<file path="src/logic/a25_wb_pkg.sv">
// shared widths, state encoding and request payloads for the wishbone master
// the bus is fixed at 32 bits with byte lanes, line fills are four words
// request payloads are packed so a single holder module can carry either one

package a25_wb_pkg;

    // ============================
    // bus geometry
    // ============================
    localparam int WORD_W    = 32;
    localparam int SEL_W     = WORD_W / 8;
    localparam int BURST_LEN = 4;
    // number of address bits that step through one line fill
    localparam int BEAT_W    = $clog2(BURST_LEN);

    typedef logic [WORD_W-1:0] word_t;
    typedef logic [SEL_W-1:0]  sel_t;

    // burst1..burst3 wait for the first three beats of a line fill,
    // wait_ack waits for the last beat or the only beat of a single transfer
    typedef enum logic [2:0] {
        WB_IDLE     = 3'd0,
        WB_BURST1   = 3'd1,
        WB_BURST2   = 3'd2,
        WB_BURST3   = 3'd3,
        WB_WAIT_ACK = 3'd4
    } wb_state_t;

    // ============================
    // request payloads
    // ============================
    typedef struct packed {
        word_t address;
        logic  qword;
    } icache_req_t;

    // byte_enable only matters for writes, reads always use every lane
    typedef struct packed {
        word_t address;
        word_t write_data;
        sel_t  byte_enable;
        logic  write;
        logic  qword;
        logic  cached;
    } dcache_req_t;

endpackage

</file>
<file path="src/logic/wb_req_hold.sv">
// holds one outstanding cache request until the bus controller accepts it
// the requester must not pulse again before its previous request has been
// answered, so a new pulse never meets an older pending request
// the payload register has no reset, only the pending flag does

`timescale 1ns/1ps

module wb_req_hold
#(
    parameter type REQ_T = logic
)
(
    input  logic i_clk,
    input  logic quick_n_reset,

    // one-cycle request pulse with its payload valid in the same cycle
    input  logic i_req,
    input  REQ_T i_payload,

    // controller accepts the request in this cycle
    input  logic i_take,

    output logic o_pending,
    output REQ_T o_payload
);

    logic pending_r;
    REQ_T payload_r;

    // ============================
    // pending flag
    // ============================
    // a pulse sets the flag on the next edge, a take clears it on the next edge
    // the pulse wins if both ever arrive together so no request is lost
    always_ff @(posedge i_clk)
    begin
        if (!quick_n_reset)
        begin
            pending_r <= 1'b0;
        end
        else if (i_req)
        begin
            pending_r <= 1'b1;
        end
        else if (i_take)
        begin
            pending_r <= 1'b0;
        end
    end

    // payload is captured with the pulse and stays stable while the
    // controller runs the transfer, which reads address and flags from it
    always_ff @(posedge i_clk)
    begin
        if (i_req)
        begin
            payload_r <= i_payload;
        end
    end

    assign o_pending = pending_r;
    assign o_payload = payload_r;

endmodule

</file>
<file path="src/logic/wb_bus_ctrl.sv">
// wishbone bus state machine for the instruction and data cache requests
// data requests always win over instruction requests when both are pending
// qword reads become a four-beat burst wrapping inside an aligned 16-byte line,
// everything else is a single transfer
// no error input and no bus locking, cyc drops after every transfer
// ready pulses are combinational from the ack and only valid while stb is high

`timescale 1ns/1ps

module wb_bus_ctrl
    import a25_wb_pkg::*;
(
    input  logic        i_clk,
    input  logic        quick_n_reset,

    // requests held by the two request holders
    input  logic        i_icache_pending,
    input  icache_req_t i_icache,
    input  logic        i_dcache_pending,
    input  dcache_req_t i_dcache,

    // take pulses back to the holders
    output logic        o_icache_take,
    output logic        o_dcache_take,

    // wishbone master side
    output word_t       o_wb_adr,
    output sel_t        o_wb_sel,
    output logic        o_wb_we,
    output word_t       o_wb_dat,
    output logic        o_wb_cyc,
    output logic        o_wb_stb,
    input  word_t       i_wb_dat,
    input  logic        i_wb_ack,

    // ready pulses, one per word read or per completed write
    output logic        o_icache_ready,
    output logic        o_dcache_cached_ready,
    output logic        o_dcache_uncached_ready
);

    wb_state_t state_r;

    // which requester owns the transfer in progress
    logic      serve_icache_r;
    logic      serve_dcache_r;
    logic      serve_cached_r;

    logic      start_i;
    logic      start_d;
    logic      start;
    logic      beat_ack;
    logic      start_we;
    sel_t      start_sel;
    word_t     start_adr;
    logic      start_burst;

    // the two low address bits point at the first byte lane in use,
    // so a byte or halfword write carries a byte address on the bus
    function automatic logic [1:0] lane_offset(input sel_t sel);
        case (sel)
            4'b0010: return 2'd1;
            4'b0100: return 2'd2;
            4'b1000: return 2'd3;
            4'b1100: return 2'd2;
            default: return 2'd0;
        endcase
    endfunction

    // ============================
    // arbitration
    // ============================
    // a start can only happen from idle, one cycle after the last ack at the
    // earliest, so there is always a gap with cyc low between transfers
    assign start_d = (state_r == WB_IDLE) && i_dcache_pending;
    assign start_i = (state_r == WB_IDLE) && i_icache_pending && !i_dcache_pending;
    assign start   = start_d || start_i;

    assign o_dcache_take = start_d;
    assign o_icache_take = start_i;

    // an ack only counts while a strobe is out on the bus
    assign beat_ack = o_wb_stb && i_wb_ack;

    // bus values for the transfer about to start
    always_comb
    begin
        start_we    = 1'b0;
        start_sel   = '1;
        // instruction fetches are always word aligned
        start_adr   = {i_icache.address[WORD_W-1:2], 2'b00};
        start_burst = i_icache.qword;

        if (start_d)
        begin
            start_we    = i_dcache.write;
            // reads fetch the whole word, writes only touch their lanes
            start_sel   = i_dcache.write ? i_dcache.byte_enable : '1;
            start_adr   = {i_dcache.address[WORD_W-1:2], lane_offset(start_sel)};
            // a qword write is not supported as a burst, it runs as a single
            start_burst = i_dcache.qword && !i_dcache.write;
        end
    end

    // ============================
    // state machine and bus registers
    // ============================
    always_ff @(posedge i_clk)
    begin
        if (!quick_n_reset)
        begin
            state_r        <= WB_IDLE;
            o_wb_cyc       <= 1'b0;
            o_wb_stb       <= 1'b0;
            o_wb_we        <= 1'b0;
            o_wb_sel       <= '0;
            serve_icache_r <= 1'b0;
            serve_dcache_r <= 1'b0;
            serve_cached_r <= 1'b0;
        end
        else
        begin
            case (state_r)
                WB_IDLE:
                begin
                    if (start)
                    begin
                        o_wb_cyc       <= 1'b1;
                        o_wb_stb       <= 1'b1;
                        o_wb_we        <= start_we;
                        o_wb_sel       <= start_sel;
                        serve_icache_r <= start_i;
                        serve_dcache_r <= start_d;
                        // the cached flag only steers data readies
                        serve_cached_r <= start_d && i_dcache.cached;
                        state_r        <= start_burst ? WB_BURST1 : WB_WAIT_ACK;
                    end
                end

                // first three beats of a line fill, each ack moves to the
                // next word and the address wraps inside the line
                WB_BURST1:
                begin
                    if (beat_ack)
                    begin
                        state_r <= WB_BURST2;
                    end
                end

                WB_BURST2:
                begin
                    if (beat_ack)
                    begin
                        state_r <= WB_BURST3;
                    end
                end

                WB_BURST3:
                begin
                    if (beat_ack)
                    begin
                        state_r <= WB_WAIT_ACK;
                    end
                end

                // last beat of a burst or the only beat of a single transfer
                WB_WAIT_ACK:
                begin
                    if (beat_ack)
                    begin
                        o_wb_cyc       <= 1'b0;
                        o_wb_stb       <= 1'b0;
                        serve_icache_r <= 1'b0;
                        serve_dcache_r <= 1'b0;
                        serve_cached_r <= 1'b0;
                        state_r        <= WB_IDLE;
                    end
                end

                default:
                begin
                    o_wb_cyc <= 1'b0;
                    o_wb_stb <= 1'b0;
                    state_r  <= WB_IDLE;
                end
            endcase
        end
    end

    // address and write data are payload registers, they only move when a
    // transfer starts or when a burst beat is acknowledged
    always_ff @(posedge i_clk)
    begin
        if (start)
        begin
            o_wb_adr <= start_adr;
        end
        else if (beat_ack && (state_r == WB_BURST1 || state_r == WB_BURST2 ||
                              state_r == WB_BURST3))
        begin
            o_wb_adr[BEAT_W+1:2] <= o_wb_adr[BEAT_W+1:2] + BEAT_W'(1);
        end
    end

    always_ff @(posedge i_clk)
    begin
        if (start_d)
        begin
            o_wb_dat <= i_dcache.write_data;
        end
    end

    // ============================
    // ready routing
    // ============================
    // every acknowledged beat goes to the requester that owns the transfer,
    // data beats are split by the cached flag recorded at the start
    assign o_icache_ready          = beat_ack && serve_icache_r;
    assign o_dcache_cached_ready   = beat_ack && serve_dcache_r && serve_cached_r;
    assign o_dcache_uncached_ready = beat_ack && serve_dcache_r && !serve_cached_r;

endmodule

</file>
<file path="src/logic/a25_wishbone.sv">
// wishbone master for the instruction and data caches of the core
// requests are one-cycle pulses, each is held until the bus can start it
// a requester must wait for the ready of its previous request before it
// pulses again, there is no other handshake
// read data is the bus data as is and is valid only while the matching ready
// is high, a write reports ready when its own ack arrives

`timescale 1ns/1ps

module a25_wishbone
    import a25_wb_pkg::*;
(
    input  logic  i_clk,
    input  logic  quick_n_reset,

    // instruction cache side
    input  logic  i_icache_req,
    input  logic  i_icache_qword,
    input  word_t i_icache_address,
    output word_t o_icache_read_data,
    output logic  o_icache_ready,

    // data cache side, the two request pulses are never high together
    input  logic  i_dcache_cached_req,
    input  logic  i_dcache_uncached_req,
    input  logic  i_dcache_qword,
    input  logic  i_dcache_write,
    input  word_t i_dcache_write_data,
    input  sel_t  i_dcache_byte_enable,
    input  word_t i_dcache_address,
    output word_t o_dcache_read_data,
    output logic  o_dcache_cached_ready,
    output logic  o_dcache_uncached_ready,

    // wishbone bus
    output word_t o_wb_adr,
    output sel_t  o_wb_sel,
    output logic  o_wb_we,
    input  word_t i_wb_dat,
    output word_t o_wb_dat,
    output logic  o_wb_cyc,
    output logic  o_wb_stb,
    input  logic  i_wb_ack
);

    icache_req_t icache_in;
    icache_req_t icache_held;
    dcache_req_t dcache_in;
    dcache_req_t dcache_held;
    logic        dcache_req;
    logic        icache_pending;
    logic        dcache_pending;
    logic        icache_take;
    logic        dcache_take;

    // ============================
    // request capture
    // ============================
    assign icache_in = '{address: i_icache_address, qword: i_icache_qword};

    // the cached flag comes from which of the two pulses fired
    assign dcache_req = i_dcache_cached_req || i_dcache_uncached_req;
    assign dcache_in  = '{address:     i_dcache_address,
                          write_data:  i_dcache_write_data,
                          byte_enable: i_dcache_byte_enable,
                          write:       i_dcache_write,
                          qword:       i_dcache_qword,
                          cached:      i_dcache_cached_req};

    wb_req_hold #(
        .REQ_T (icache_req_t)
    ) u_icache_hold (
        .i_clk         (i_clk),
        .quick_n_reset (quick_n_reset),
        .i_req         (i_icache_req),
        .i_payload     (icache_in),
        .i_take        (icache_take),
        .o_pending     (icache_pending),
        .o_payload     (icache_held)
    );

    wb_req_hold #(
        .REQ_T (dcache_req_t)
    ) u_dcache_hold (
        .i_clk         (i_clk),
        .quick_n_reset (quick_n_reset),
        .i_req         (dcache_req),
        .i_payload     (dcache_in),
        .i_take        (dcache_take),
        .o_pending     (dcache_pending),
        .o_payload     (dcache_held)
    );

    // ============================
    // bus controller
    // ============================
    wb_bus_ctrl u_bus_ctrl (
        .i_clk                   (i_clk),
        .quick_n_reset           (quick_n_reset),
        .i_icache_pending        (icache_pending),
        .i_icache                (icache_held),
        .i_dcache_pending        (dcache_pending),
        .i_dcache                (dcache_held),
        .o_icache_take           (icache_take),
        .o_dcache_take           (dcache_take),
        .o_wb_adr                (o_wb_adr),
        .o_wb_sel                (o_wb_sel),
        .o_wb_we                 (o_wb_we),
        .o_wb_dat                (o_wb_dat),
        .o_wb_cyc                (o_wb_cyc),
        .o_wb_stb                (o_wb_stb),
        .i_wb_dat                (i_wb_dat),
        .i_wb_ack                (i_wb_ack),
        .o_icache_ready          (o_icache_ready),
        .o_dcache_cached_ready   (o_dcache_cached_ready),
        .o_dcache_uncached_ready (o_dcache_uncached_ready)
    );

    // both caches see the bus data, each one only looks while its ready is up
    assign o_icache_read_data = i_wb_dat;
    assign o_dcache_read_data = i_wb_dat;

endmodule

</file>
<file path="config.mk">
export PLATFORM = sky130hd
export DESIGN_NAME = a25_wishbone
export DESIGN_NICKNAME = d
export VERILOG_FILES = /design/src/logic/a25_wb_pkg.sv /design/src/logic/wb_req_hold.sv /design/src/logic/wb_bus_ctrl.sv /design/src/logic/a25_wishbone.sv
export SDC_FILE = /design/constraint.sdc
export NUM_CORES = 1
export LEC_CHECK = 0
export BUFFER_PORTS_ARGS = -buffer_cell sky130_fd_sc_hd__buf_2
export CAP_MARGIN = 15
export CORE_AREA = 2 2 151 168
export CTS_CLUSTER_SIZE = 14
export DETAILED_ROUTE_END_ITERATION = 8
export DIE_AREA = 0 0 153 170
export GPL_ROUTABILITY_DRIVEN = 0
export PLACE_DENSITY = 0.51
export SLEW_MARGIN = 25
export SYNTH_ARGS = -nofsm -noshare
export SYNTH_HDL_FRONTEND = slang
export SYNTH_HIERARCHICAL = 1
export SYNTH_SLANG_ARGS = --single-unit
</file>
<file path="constraint.sdc">
create_clock -name i_clk -period 3 [get_ports i_clk]
set_clock_uncertainty 0.1 [all_clocks]
set_input_delay 0.45 -clock i_clk [delete_from_list [all_inputs] [get_ports i_clk]]
set_output_delay 0.45 -clock i_clk [all_outputs]
set_load 0.02 [all_outputs]
</file>
After elaboration in Yosys (flattened, before gate mapping)
Index checks and enable logic that the tools add are counted.
{"block": "totals", "ff_bits": 182, "in_bits": 141}
{"block": "op_classes", "n_mux": 28, "n_addsub": 1, "eq_ne": 13, "n_bitwise": 1, "n_reduce_logical": 29}
{"cell": "two-way mux 32 bit", "count": 1}
{"cell": "two-way mux 3 bit", "count": 6}
{"cell": "one-hot mux 3 bit (5 select lines)", "count": 1}
{"cell": "logical AND 1 bit", "count": 11}
{"cell": "two-way mux 1 bit", "count": 11}
{"cell": "inequality test 2 x 1 -> 1 bit, second input constant", "count": 5}
{"cell": "== test 4 bit, second input constant", "count": 2}
{"cell": "two-way mux 4 bit", "count": 2}
{"cell": "nonzero test 2 bit", "count": 4}
{"cell": "== test 3 x 2 -> 1 bit, second input constant", "count": 2}
{"cell": "one-hot mux 1 bit (2 select lines)", "count": 3}
{"cell": "one-hot mux 2 bit (3 select lines)", "count": 1}
{"cell": "AND reduction 3 bit", "count": 2}
{"cell": "AND reduction 5 bit", "count": 1}
{"cell": "== test 4 x 2 -> 1 bit, second input constant", "count": 1}
{"cell": "== test 4 x 3 -> 1 bit, second input constant", "count": 1}
{"cell": "logical OR 1 bit", "count": 4}
{"cell": "two-way mux 2 bit", "count": 2}
{"cell": "== test 3 x 1 -> 1 bit, second input constant", "count": 1}
{"cell": "== test 3 bit, second input constant", "count": 1}
{"cell": "zero test 1 bit", "count": 3}
{"cell": "zero test 3 bit", "count": 1}
{"cell": "one-hot mux 1 bit (3 select lines)", "count": 1}
{"cell": "OR reduction 3 bit", "count": 1}
{"cell": "4 further kinds", "count": 4}

Longest topological paths before layout
Gate-level depths: netlist of the first run.
{"block": "logic_depth", "depth_word": 6, "mapped_depth": 7}

Hierarchy
The synthesis of the first run kept the hierarchy.
{"mod": "wb_bus_ctrl", "area_per_inst_um2": 2991.6, "seq_area_each_um2": 2162.1, "cells_each": 174, "n_inst": 1}
{"mod": "wb_req_hold (u_dcache_hold)", "area_per_inst_um2": 2173.3, "seq_area_each_um2": 2152.1, "cells_each": 74, "n_inst": 1}
{"mod": "wb_req_hold (u_icache_hold)", "area_per_inst_um2": 1032.2, "seq_area_each_um2": 1011.0, "cells_each": 36, "n_inst": 1}
{"mod": "a25_wishbone", "area_per_inst_um2": 486.7, "seq_area_each_um2": 0.0, "cells_each": 65, "n_inst": 1}

Worst setup path before layout of the first run
Ideal clock, no wire load.
{"block": "synth_timing", "kind": "input -> register", "from": "in i_dcache_cached_req", "to": "reg u_dcache_hold.payload_r (netlist bit u_dcache_hold/o_payload[0]), enable pin", "arrival_time_ns": 2.046, "required_ns": 2.466, "stages": 1, "setup_ns": 0.434, "slack_ns": 0.420, "path_cell_list": "or2_1"}
{"block": "synth_between", "elab_chain_len": 1}
{"element": "from (decl)", "line_no": "a25_wishbone.sv:24", "text": "input logic i_dcache_cached_req,"}
{"element": "logical OR 1 bit", "line_no": "a25_wishbone.sv:62", "text": "assign dcache_req = i_dcache_cached_req || i_dcache_uncached_req;"}
{"element": "to (signal assigned)", "line_no": "wb_req_hold.sv:57", "text": "payload_r <= i_payload;"}
{"element": "to (decl)", "line_no": "wb_req_hold.sv:28", "text": "REQ_T payload_r;"}
No other way between the ends.
A chain may end at the register's enable or synchronous reset.

Final worst setup path of the first run
{"block": "layout_timing", "from": "reg u_bus_ctrl.state_r[2]", "to": "reg u_bus_ctrl.state_r[0]"}
{"block": "layout_between", "elab_chain_len": 6, "elab_cells_between_ends": 19}
{"element": "from (decl)", "line_no": "wb_bus_ctrl.sv:42", "text": "wb_state_t state_r;"}
{"element": "from (signal assigned)", "line_no": "wb_bus_ctrl.sv:136", "text": "state_r <= start_burst ? WB_BURST1 : WB_WAIT_ACK;"}
{"element": "zero test 3 bit (*)", "line_no": "wb_bus_ctrl.sv:75", "text": "assign start_d = (state_r == WB_IDLE) && i_dcache_pending;"}
{"element": "logical AND 1 bit (*)", "line_no": "wb_bus_ctrl.sv:75"}
{"element": "via dcache_take", "line_no": "a25_wishbone.sv:54", "text": "logic dcache_take;"}
{"element": "two-way mux 1 bit", "line_no": "wb_bus_ctrl.sv:94", "text": "if (start_d)"}
{"element": "two-way mux 3 bit", "line_no": "wb_bus_ctrl.sv:136"}
{"element": "two-way mux 3 bit", "line_no": "wb_bus_ctrl.sv:126", "text": "if (start)"}
{"element": "one-hot mux 3 bit (5 select lines)", "line_no": "wb_bus_ctrl.sv:123", "text": "case (state_r)"}
The timed path passes the listed nets; every way through them passes the cells marked *. The select of a mux whose other input is x is not followed.

==> impl_metrics.csv, run 1 <==
group,metric,value,unit
worst_setup_path,r2r_start,"u_bus_ctrl/state_r[2]$_SDFFE_PN0P_",
drt,vias_per_cell,4.14,
timing,final_critical_period,2.10,ns
pwr,power_leakage,3.05,nW
floorplanning,floorplan.io_pins,279,
layout,drive_gt1_share,51.6,%
worst_setup_path,critical-path-max-stage-delay,0.55,ns
clocking,clockBufferDepth,2,
clocking,cts_hold_repair.buffers,0,
clocking,clk-insertion-delay-late,0.43,ns
global_route,grt_first_pass_wirelength,19800,um
run,timing.max_cap.violations,0,
pwr,totalPowerFinal,0.00667,W
floorplanning,die-width,153,um
timing,fmaxAchievable,475,MHz
worst_setup_path,slowest_stage,"and2_4",
floorplanning,core_area,0.0242,mm^2
drt,routed-wl-met3,1570,um
yosys,synth_nets,486,
timing,fraction_of_the_cycle_the_final_worst_path_needs,70.1,%
worst_setup_path,path_delay_family,"simple AND/OR/NAND/NOR gates",
layout,synthToLayoutAreaGrowth,20.9,%
worst_setup_path,endpoint_kind_of_the_worst_setup_timing_path,"flop",
drt,detail_route.drc_violations,0,
timing,fin_ws,0.896,ns
worst_setup_path,worstPathRequired,3.22,ns
place,numPortBuffers,178,
drt,vias,3303,
floorplanning,placement_rows,60,
clocking,cts_repair_resize_count,0,
floorplanning,initial_util,27.1,%
worst_setup_path,r2r-end,"u_bus_ctrl/state_r[0]$_SDFFE_PN0P_",
drt,drt_pass1_iterations,4,
floorplanning,design.die.area,0.0260,mm^2
hold_path,holdCritStartpoint,"i_icache_address[17]",
clocking,cts_root_buffer,"clkbuf_16",
layout,final_core_util,32.7,%
pwr,vdd_drop_max,0.000338,V
timing,final-hold-violation-count,0,
timing,slew_viol_final,0,
clocking,clk_pin_slew,0.08,ns
place,dp_wirelength,8650,um
drt,mean_routed_wirelength_per_cell,16.1,um
drt,ant_nets,0,
clocking,cts_num_sinks,178,
global_route,grt_max_degree,38,
clocking,cts_post_setup_buffers_inserted,0,
clocking,cts.htree.levels,4,
clocking,tritoncts,"yes",
drt,route.final.wire_length,12800,um
drt,wl_met1,5260,um
yosys,ys.warnings.count,6,
hold_path,worst_hold_path.num_cells,1,
yosys,mappedNetlistArea,0.00656,mm^2
timing,setup_viol_count_final,0,
worst_setup_path,worst_r2r_path_depth,5,
global_route,grt_pass1_vias,3533,
run_status,outcome,"finished clean",
worst_setup_path,worst-setup-path-type,"reg -> reg",
hold_path,whs_endpoint,"u_icache_hold/o_payload[18]$_DFFE_PP_",
worst_setup_path,worstPathCellList,"nor3_4 -> and2_4 -> buf_12 -> nor3b_1 -> o31ai_1",
drt,met2RoutedLength,5750,um
global_route,number_of_antenna_violations_at_the_first_check_in_global_routing,4,
place,post_place_setup_slack,0.895,ns
yosys,syn_inst,345,
floorplanning,die_extent_in_y,170,um
global_route,overflow,0,
timing,rsz0062_at_grt,"no",
layout,finish.net_count,614,
worst_setup_path,critPathMaxFanout,37,
worst_setup_path,worst-r2r-setup-slack,0.90,ns
timing,tns,0,ns
hold_path,min_path_type,"in -> reg",
timing,tightest_slew,0.899,ns
worst_setup_path,cp_data_arrival_time,2.32,ns
worst_setup_path,cp_num_buf_inv,1,
drt,detailedRoute.firstIterationViolations,120,
global_route,track_usage,10.1,%
timing,holdWs,0.0864,ns
yosys,avgSynthCellArea,19.0,um^2
worst_setup_path,start_kind,"flop",
pwr,powerDensity,840,mW/mm^2
drt,topRoutingLayerUsed,"met5",
timing,timing.slew.headroom,40.1,%
clocking,tritoncts.num_buffers,17,
[sequential cells by signal, summed over array words and instances (netlist names)]
name                       flops
u_icache_hold/o_payload       31
u_dcache_hold/o_pending        1
u_bus_ctrl/serve_icache_r      1
u_dcache_hold/o_payload       69
u_bus_ctrl/serve_dcache_r      1
u_bus_ctrl/o_wb_sel            4
u_bus_ctrl/o_wb_we             1
u_bus_ctrl/state_r             3
u_bus_ctrl/o_wb_adr           32
u_bus_ctrl/o_wb_stb            1
u_icache_hold/o_pending        1
u_bus_ctrl/serve_cached_r      1
u_bus_ctrl/o_wb_dat           32
[worst register-to-register path, delay by kind of cell (launching register included)]
kind / cells / cell delay [ns]
flip-flops: 1 / 0.41
buffers and inverters: 1 / 0.33
AND/OR/NAND/NOR: 3 / 1.07
AO/OA/AOI/OAI: 1 / 0.09
[cell usage in the layout (no fill, tap or decap), drive strengths merged, types with 2 or more instances in the layout]
| cell | n |
|---|---|
| buf | 181 |
| edfxtp | 164 |
| mux2 | 28 |
| clkbuf | 17 |
| dfxtp | 14 |
| nand2 | 9 |
| clkinv | 8 |
| inv | 8 |
| o21ai | 6 |
| mux2i | 5 |
| nor3 | 5 |
| nand3 | 4 |
| nor2b | 4 |
| nor2 | 3 |
| o221a | 3 |
| o21a | 3 |
| nand3b | 3 |
| nor3b | 2 |
| o31ai | 2 |
| xnor2 | 2 |
| and2 | 2 |
[final cells by class]
cell class / count / area, um^2
diodes: 1 / 2.50
clock inverters: 15 / 185
clock buffers: 17 / 425
flip-flops and latches: 178 / 5200
well taps: 310 / 388
inverters: 2 / 7.51
repair buffers: 181 / 938
fillers: 2359 / 16300
multi-input cells: 93 / 781
[worst max-delay path by stage]
stage / from / end / cells after the start
detailed placement: u_bus_ctrl/state_r[2]$_SDFFE_PN0P_ / u_bus_ctrl/state_r[0]$_SDFFE_PN0P_ / 5
global route: u_bus_ctrl/state_r[2]$_SDFFE_PN0P_ / u_bus_ctrl/state_r[0]$_SDFFE_PN0P_ / 5
floorplan: i_dcache_cached_req / u_dcache_hold/o_payload[0]$_DFFE_PP_ / 1
CTS: u_bus_ctrl/state_r[2]$_SDFFE_PN0P_ / u_bus_ctrl/state_r[0]$_SDFFE_PN0P_ / 5
global placement: u_bus_ctrl/state_r[2]$_SDFFE_PN0P_ / u_bus_ctrl/state_r[0]$_SDFFE_PN0P_ / 5
finish: u_bus_ctrl/state_r[2]$_SDFFE_PN0P_ / u_bus_ctrl/state_r[0]$_SDFFE_PN0P_ / 5
[routing by layer]
layer,track usage (%),vias to the layer above
met5,0,-
met4,4.31,6
met3,6.14,32
met2,15.4,188
met1,11.4,1582
li1,-,1495
[metrics by stage]
step           cells  instance area [um^2]
6_report         797                  7930
5_1_grt          797                  7930
4_1_cts          796                  7930
3_5_place_dp     764                  7320
3_3_place_gp     764                  7320
2_1_floorplan    345                  6560
[power by group]
part / switching (W) / leakage (nW) / total [W] / internal, W
Clock: 0.00108 / 0.292 / 0.00222 / 0.00113
Combinational: 0.000722 / 1.02 / 0.00112 / 0.000396
Sequential: 0.000148 / 1.74 / 0.00333 / 0.00318
Total: 0.00195 / 3.05 / 0.00667 / 0.00471
(Power assumes the default switching activity.)
==> inputs of run 2 (changes only) <==
--- a/config.mk
+++ b/config.mk
@@ -5,12 +5,13 @@
 export SDC_FILE = /design/constraint.sdc
 export NUM_CORES = 1
 export LEC_CHECK = 0
+export ABC_AREA = 1
 export BUFFER_PORTS_ARGS = -buffer_cell sky130_fd_sc_hd__buf_2
 export CAP_MARGIN = 15
-export CORE_AREA = 2 2 151 168
+export CORE_AREA = 2 2 150 167
 export CTS_CLUSTER_SIZE = 14
 export DETAILED_ROUTE_END_ITERATION = 8
-export DIE_AREA = 0 0 153 170
+export DIE_AREA = 0 0 152 169
 export GPL_ROUTABILITY_DRIVEN = 0
 export PLACE_DENSITY = 0.51
 export SLEW_MARGIN = 25
==> constraint.sdc (replaced) <==
create_clock -name i_clk -period 2.2 [get_ports i_clk]
set_clock_uncertainty 0.1 [all_clocks]
set_input_delay 0.33 -clock i_clk [delete_from_list [all_inputs] [get_ports i_clk]]
set_output_delay 0.33 -clock i_clk [all_outputs]
set_load 0.02 [all_outputs]
==> run 2 against run 1 <==
Wire length up 19%. Register-to-register slack worse by 0.63 ns. Synthesized area down 0.51%. Sequential power up 49%. Worst setup slack worse by 0.63 ns. Via count up 23%. First-iteration DRC count up 42%. Non-clock buffer count up 104. Design area up 13%. Critical path depth up 1. Count of clock-buffer cells in the layout up 2. Sequential share of layout area down 7.5 points. Highest routed layer is now met4.
==> impl_metrics.csv, run 2 <==
group,metric,value,unit
pwr,power.clock.fraction,27.7,%
clocking,tritoncts,"yes",
hold_path,holdCritStartpoint,"quick_n_reset",
pwr,powerDensity,1200,mW/mm^2
clocking,clk-insertion-delay-late,0.42,ns
worst_setup_path,worstPathRequired,2.22,ns
yosys,avgSynthCellArea,15.0,um^2
floorplanning,die-width,152,um
layout,drive_gt1_share,33.0,%
layout,final.fill_count,2288,
pwr,power_leakage,3.70,nW
yosys,synth_nets,576,
drt,drt_pass1_iterations,4,
global_route,grt_pass1_vias,4227,
floorplanning,initial_util,27.1,%
hold_path,min_path_type,"in -> reg",
timing,tightest_slew,0.469,ns
floorplanning,design.die.area,0.0257,mm^2
layout,final_cell_mix,"buf_2, edfxtp_1, nand2_1",
hold_path,whs_endpoint,"u_icache_hold/o_pending$_SDFFE_PN0P_",
timing,tns,0,ns
yosys,syn_inst,435,
drt,detailedRoute.firstIterationViolations,170,
clocking,clockBufferDepth,2,
clocking,cts_root_buffer,"clkbuf_16",
layout,max_ffs_per_register,69,
timing,fmaxAchievable,517,MHz
yosys,ys.warnings.count,6,
drt,route.final.wire_length,15300,um
global_route,grt_first_pass_wirelength,23100,um
worst_setup_path,worst-r2r-setup-slack,0.27,ns
pwr,power.switching,0.00351,W
worst_setup_path,slowest_stage,"dfxtp_1",
drt,mean_routed_wirelength_per_cell,15.4,um
yosys,mappedNetlistArea,0.00653,mm^2
place,dp_wirelength,10000,um
floorplanning,core_area,0.0241,mm^2
timing,rsz0062_at_grt,"no",
drt,detail_route.drc_violations,0,
worst_setup_path,r2r-end,"u_bus_ctrl/o_wb_adr[25]$_DFFE_PP_",
pwr,p_int,0.00723,W
pwr,vdd_drop_max,0.000457,V
hold_path,worst_hold_path.num_cells,3,
timing,timing.slew.headroom,68.7,%
timing,setup_viol_count_final,0,
drt,ant_nets,0,
worst_setup_path,cp_data_arrival_time,1.95,ns
layout,stdcell_area,0.00896,mm^2
worst_setup_path,worst_r2r_path_depth,6,
pwr,combinationalPowerShare,26.2,%
worst_setup_path,path_delay_family,"buffers and inverters",
layout,synthToLayoutAreaGrowth,37.2,%
clocking,tritoncts.num_buffers,17,
layout,antenna_cells,0,
timing,final_critical_period,1.93,ns
global_route,number_of_antenna_violations_at_the_first_check_in_global_routing,0,
clocking,cts_num_sinks,178,
worst_setup_path,endpoint_kind_of_the_worst_setup_timing_path,"flop",
global_route,grt_max_degree,43,
pwr,seq_power_share,46.1,%
worst_setup_path,critical-path-max-stage-delay,0.38,ns
pwr,swShare,32.6,%
worst_setup_path,start_kind,"flop",
drt,vias,4079,
global_route,track_usage,11.8,%
worst_setup_path,r2r_start,"u_bus_ctrl/state_r[0]$_SDFFE_PN0P_",
global_route,overflow,0,
floorplanning,placement_rows,60,
worst_setup_path,worstPathCellList,"inv_1 -> nand2_1 -> nor2_1 -> o21ai_2 -> inv_2 -> buf_12",
run_status,outcome,"finished clean",
worst_setup_path,critPathMaxFanout,20,
layout,final_core_util,37.2,%
place,numPortBuffers,178,
worst_setup_path,worst-setup-path-type,"reg -> reg",
clocking,cts_post_setup_buffers_inserted,0,
timing,final-hold-violation-count,0,
place,dpl-instance-area,0.00739,mm^2
layout,final_common_cell,"buf_2",
clocking,clk_pin_slew,0.07,ns
clocking,cts.htree.levels,4,
worst_setup_path,cp_num_buf_inv,3,
timing,fraction_of_the_cycle_the_final_worst_path_needs,87.9,%
floorplanning,die_extent_in_y,169,um
drt,vias_per_cell,4.12,
timing,slew_viol_final,0,
layout,finish.net_count,809,
run,timing.max_cap.violations,0,
floorplanning,floorplan.io_pins,279,
[run 2: worst min-delay path: cells and delay by family]
kind | cells | cell delay [ns]
compound gates | 1 | 0.03
buf+inv | 2 | 0.21
[run 2: timing repair]
item	CTS	global route
endpoints found under the hold margin	99	1
hold buffers	99	1
resized for setup	0	0
[run 2: final cells by class]
cell class	count	area, um^2	share of cell area [%]
sequential	178	5200	58.1
inverter	23	86.3	0.964
multi-input combinational	163	732	8.17
clock buffer	19	433	4.83
timing repair buffer	285	1980	22.1
tap	310	388	4.33
clock inverter	11	130	1.45
[run 2: worst max-delay path by stage]
stage | slack (ns) | cells past startpoint | end | start
after floorplan | 0.49 | 4 | u_bus_ctrl/o_wb_dat[0]$_DFFE_PN_ | u_bus_ctrl/state_r[1]$_SDFFE_PN0P_
after global placement | 0.36 | 6 | u_bus_ctrl/o_wb_adr[28]$_DFFE_PP_ | u_bus_ctrl/state_r[0]$_SDFFE_PN0P_
after detailed placement | 0.30 | 6 | u_bus_ctrl/o_wb_adr[12]$_DFFE_PP_ | u_bus_ctrl/state_r[0]$_SDFFE_PN0P_
after CTS | 0.26 | 6 | u_bus_ctrl/o_wb_adr[17]$_DFFE_PP_ | u_bus_ctrl/state_r[0]$_SDFFE_PN0P_
after global routing | 0.14 | 6 | u_bus_ctrl/o_wb_adr[25]$_DFFE_PP_ | u_bus_ctrl/state_r[0]$_SDFFE_PN0P_
final | 0.27 | 6 | u_bus_ctrl/o_wb_adr[25]$_DFFE_PP_ | u_bus_ctrl/state_r[0]$_SDFFE_PN0P_
[run 2: per-layer routing]
| layer | GRT usage [%] | routed length (um) | vias up |
|---|---|---|---|
| li1 | - | - | 1908 |
| met1 | 13.7 | 6090 | 1952 |
| met2 | 19.0 | 7460 | 153 |
| met3 | 3.92 | 1090 | 66 |
| met4 | 6.87 | 627 | 0 |
| met5 | 0 | 0 | - |
[run 2: metrics by stage]
step	std cells	setup WS (ns)	power (W)	hold slack, ns
6_report	989	0.265	0.0107	0.102
5_1_grt	989	0.136	0.0113	0.109
4_1_cts	988	0.259	0.0109	0.00330
2_1_floorplan	435	0.488	0.00675	0.300
3_3_place_gp	859	0.359	0.00770	0.301
3_5_place_dp	859	0.300	0.00777	0.305
[run 2: power by group through the flow]
stage	clock, W	sequential [W]	combinational (W)
after floorplan	0	0.00565	0.00110
after global placement	0	0.00502	0.00268
after detailed placement	0	0.00501	0.00275
after CTS	0.00309	0.00497	0.00289
after global routing	0.00322	0.00503	0.00309
final	0.00297	0.00495	0.00282
==> inputs of run 3 (changes only) <==
--- a/config.mk
+++ b/config.mk
@@ -14,6 +14,7 @@
 export DIE_AREA = 0 0 152 169
 export GPL_ROUTABILITY_DRIVEN = 0
 export PLACE_DENSITY = 0.51
+export RECOVER_POWER = 100
 export SLEW_MARGIN = 25
 export SYNTH_ARGS = -nofsm -noshare
 export SYNTH_HDL_FRONTEND = slang
==> run 3 against run 2 <==
Die area is the same. Core utilization shrank 0.58 points. Sequential power is essentially flat. Non-clock buffer count is the same. Combinational power shrank 6%. Design area shrank 1.6%. Worst setup slack lost 0.014 ns. Largest cell class unchanged.
==> impl_metrics.csv, run 3 (synthesized netlist as in run 2, its figures left out) <==
group,metric,value,unit
drt,vias,4076,
global_route,track_usage,11.8,%
floorplanning,die_extent_in_y,169,um
global_route,grt_pass1_vias,4227,
floorplanning,placement_rows,60,
worst_setup_path,critPathMaxFanout,7,
pwr,power_leakage,3.45,nW
clocking,tritoncts,"yes",
timing,fin_ws,0.252,ns
layout,drive_gt1_share,20.5,%
layout,stdcell_count,989,
layout,final-seq-area,0.00520,mm^2
clocking,cts_num_sinks,178,
pwr,powerDensity,1200,mW/mm^2
clocking,clk_pin_slew,0.07,ns
worst_setup_path,cp_data_arrival_time,1.52,ns
timing,timing.slew.headroom,38.4,%
pwr,vdd_drop_max,0.000458,V
place,post_place_setup_slack,0.300,ns
drt,route.final.wire_length,15300,um
timing,holdWs,0.104,ns
worst_setup_path,r2r-end,"u_bus_ctrl/o_wb_adr[2]$_DFFE_PP_",
clocking,cts_post_setup_buffers_inserted,0,
clocking,tritoncts.num_buffers,17,
floorplanning,initial_util,27.1,%
timing,final-hold-violation-count,0,
global_route,grt_first_pass_wirelength,23100,um
drt,drt_pass1_iterations,4,
clocking,cts_root_buffer,"clkbuf_16",
timing,setup_viol_count_final,0,
run_status,outcome,"finished clean",
clocking,cts.htree.levels,4,
clocking,clockBufferDepth,2,
timing,fraction_of_the_cycle_the_final_worst_path_needs,88.6,%
layout,final_common_cell,"edfxtp_1",
layout,final.fill_count,2321,
worst_setup_path,worst_r2r_path_depth,6,
run,timing.max_cap.violations,0,
worst_setup_path,r2r_start,"u_bus_ctrl/state_r[2]$_SDFFE_PN0P_",
place,place.detailed.instances,859,
global_route,grt_max_degree,43,
layout,finish.net_count,809,
hold_path,min_path_type,"in -> reg",
floorplanning,die-width,152,um
drt,detail_route.drc_violations,0,
global_route,overflow,0,
place,numPortBuffers,178,
worst_setup_path,critPathCapture,"o_dcache_cached_ready",
timing,rsz0062_at_grt,"no",
layout,max_ffs_per_register,69,
place,dp_wirelength,10000,um
layout,multi_input_area,726,um^2
floorplanning,core_area,0.0241,mm^2
timing,tns,0,ns
clocking,clk-insertion-delay-late,0.42,ns
worst_setup_path,worstPathRequired,1.77,ns
drt,ant_nets,0,
timing,tightest_slew,0.924,ns
global_route,number_of_antenna_violations_at_the_first_check_in_global_routing,0,
worst_setup_path,start_kind,"flop",
layout,final_cell_mix,"edfxtp_1, nand2_1, dlygate4sd3_1",
layout,antenna_cells,0,
drt,mean_routed_wirelength_per_cell,15.4,um
layout,synthToLayoutAreaGrowth,35.0,%
drt,detailedRoute.firstIterationViolations,172,
timing,slew_viol_final,0,
floorplanning,design.die.area,0.0257,mm^2
timing,final_critical_period,1.95,ns
worst_setup_path,endpoint_kind_of_the_worst_setup_timing_path,"output port",
worst_setup_path,worst-r2r-setup-slack,0.26,ns
drt,vias_per_cell,4.12,
worst_setup_path,worst-setup-path-type,"reg -> out",
pwr,totalPowerFinal,0.0106,W
timing,fmaxAchievable,513,MHz
worst_setup_path,critPathLaunch,"u_bus_ctrl/o_wb_stb$_SDFFE_PN0P_",
floorplanning,floorplan.io_pins,279,
## run 3: what timing repair did
item	CTS	global route
hold endpoints to repair	99	1
hold buffers	99	1
gates resized for setup	0	0
## run 3: worst max-delay path: stages, from the launching register on
cell	delay, ns
dfxtp_1	0.40
nand2_1	0.21
nor3b_1	0.24
clkbuf_1	0.25
## run 3: per-layer routing
layer  up-vias  track usage, %  share of wire [%]
met5         -               0                  0
met4         0            6.87                4.1
met3        66            3.92                7.3
met2       158            19.0                 48
met1      1941            13.7                 40
li1       1911               -                  -
## run 3: where the power goes
part	switching [W]	leakage [nW]	internal, W
registers	0.000301	1.74	0.00467
clock network	0.00130	0.274	0.00168
logic	0.00192	1.44	0.000720
## run 3: layout make-up
type | instances | share of cell area (%)
sequential | 178 | 59.0
timing repair buffer | 285 | 21.0
multi-input combinational | 163 | 8.23
clock buffer | 19 | 4.91
tap | 310 | 4.40
clock inverter | 11 | 1.48
inverter | 23 | 0.979
## run 3: worst min path at each step
stage | startpoint | endpoint | slack (ns) | cells past startpoint
after floorplan | u_dcache_hold/o_payload[7]$_DFFE_PP_ | u_bus_ctrl/o_wb_dat[0]$_DFFE_PN_ | 0.30 | 0
final | quick_n_reset | u_icache_hold/o_pending$_SDFFE_PN0P_ | 0.10 | 3
after detailed placement | u_dcache_hold/o_payload[36]$_DFFE_PP_ | u_bus_ctrl/o_wb_dat[29]$_DFFE_PN_ | 0.31 | 0
after CTS | i_dcache_cached_req | u_dcache_hold/o_payload[0]$_DFFE_PP_ | 0.003 | 1
after global routing | quick_n_reset | u_icache_hold/o_pending$_SDFFE_PN0P_ | 0.11 | 3
after global placement | u_dcache_hold/o_payload[7]$_DFFE_PP_ | u_bus_ctrl/o_wb_dat[0]$_DFFE_PN_ | 0.30 | 0
## run 3: metrics by stage
stage / util [%] / cell area (um^2)
after detailed placement: 30.7 / 7390
after global placement: 30.7 / 7390
after floorplan: - / 6530
after global routing: 36.6 / 8820
final: 36.6 / 8820
after CTS: 37.1 / 8950
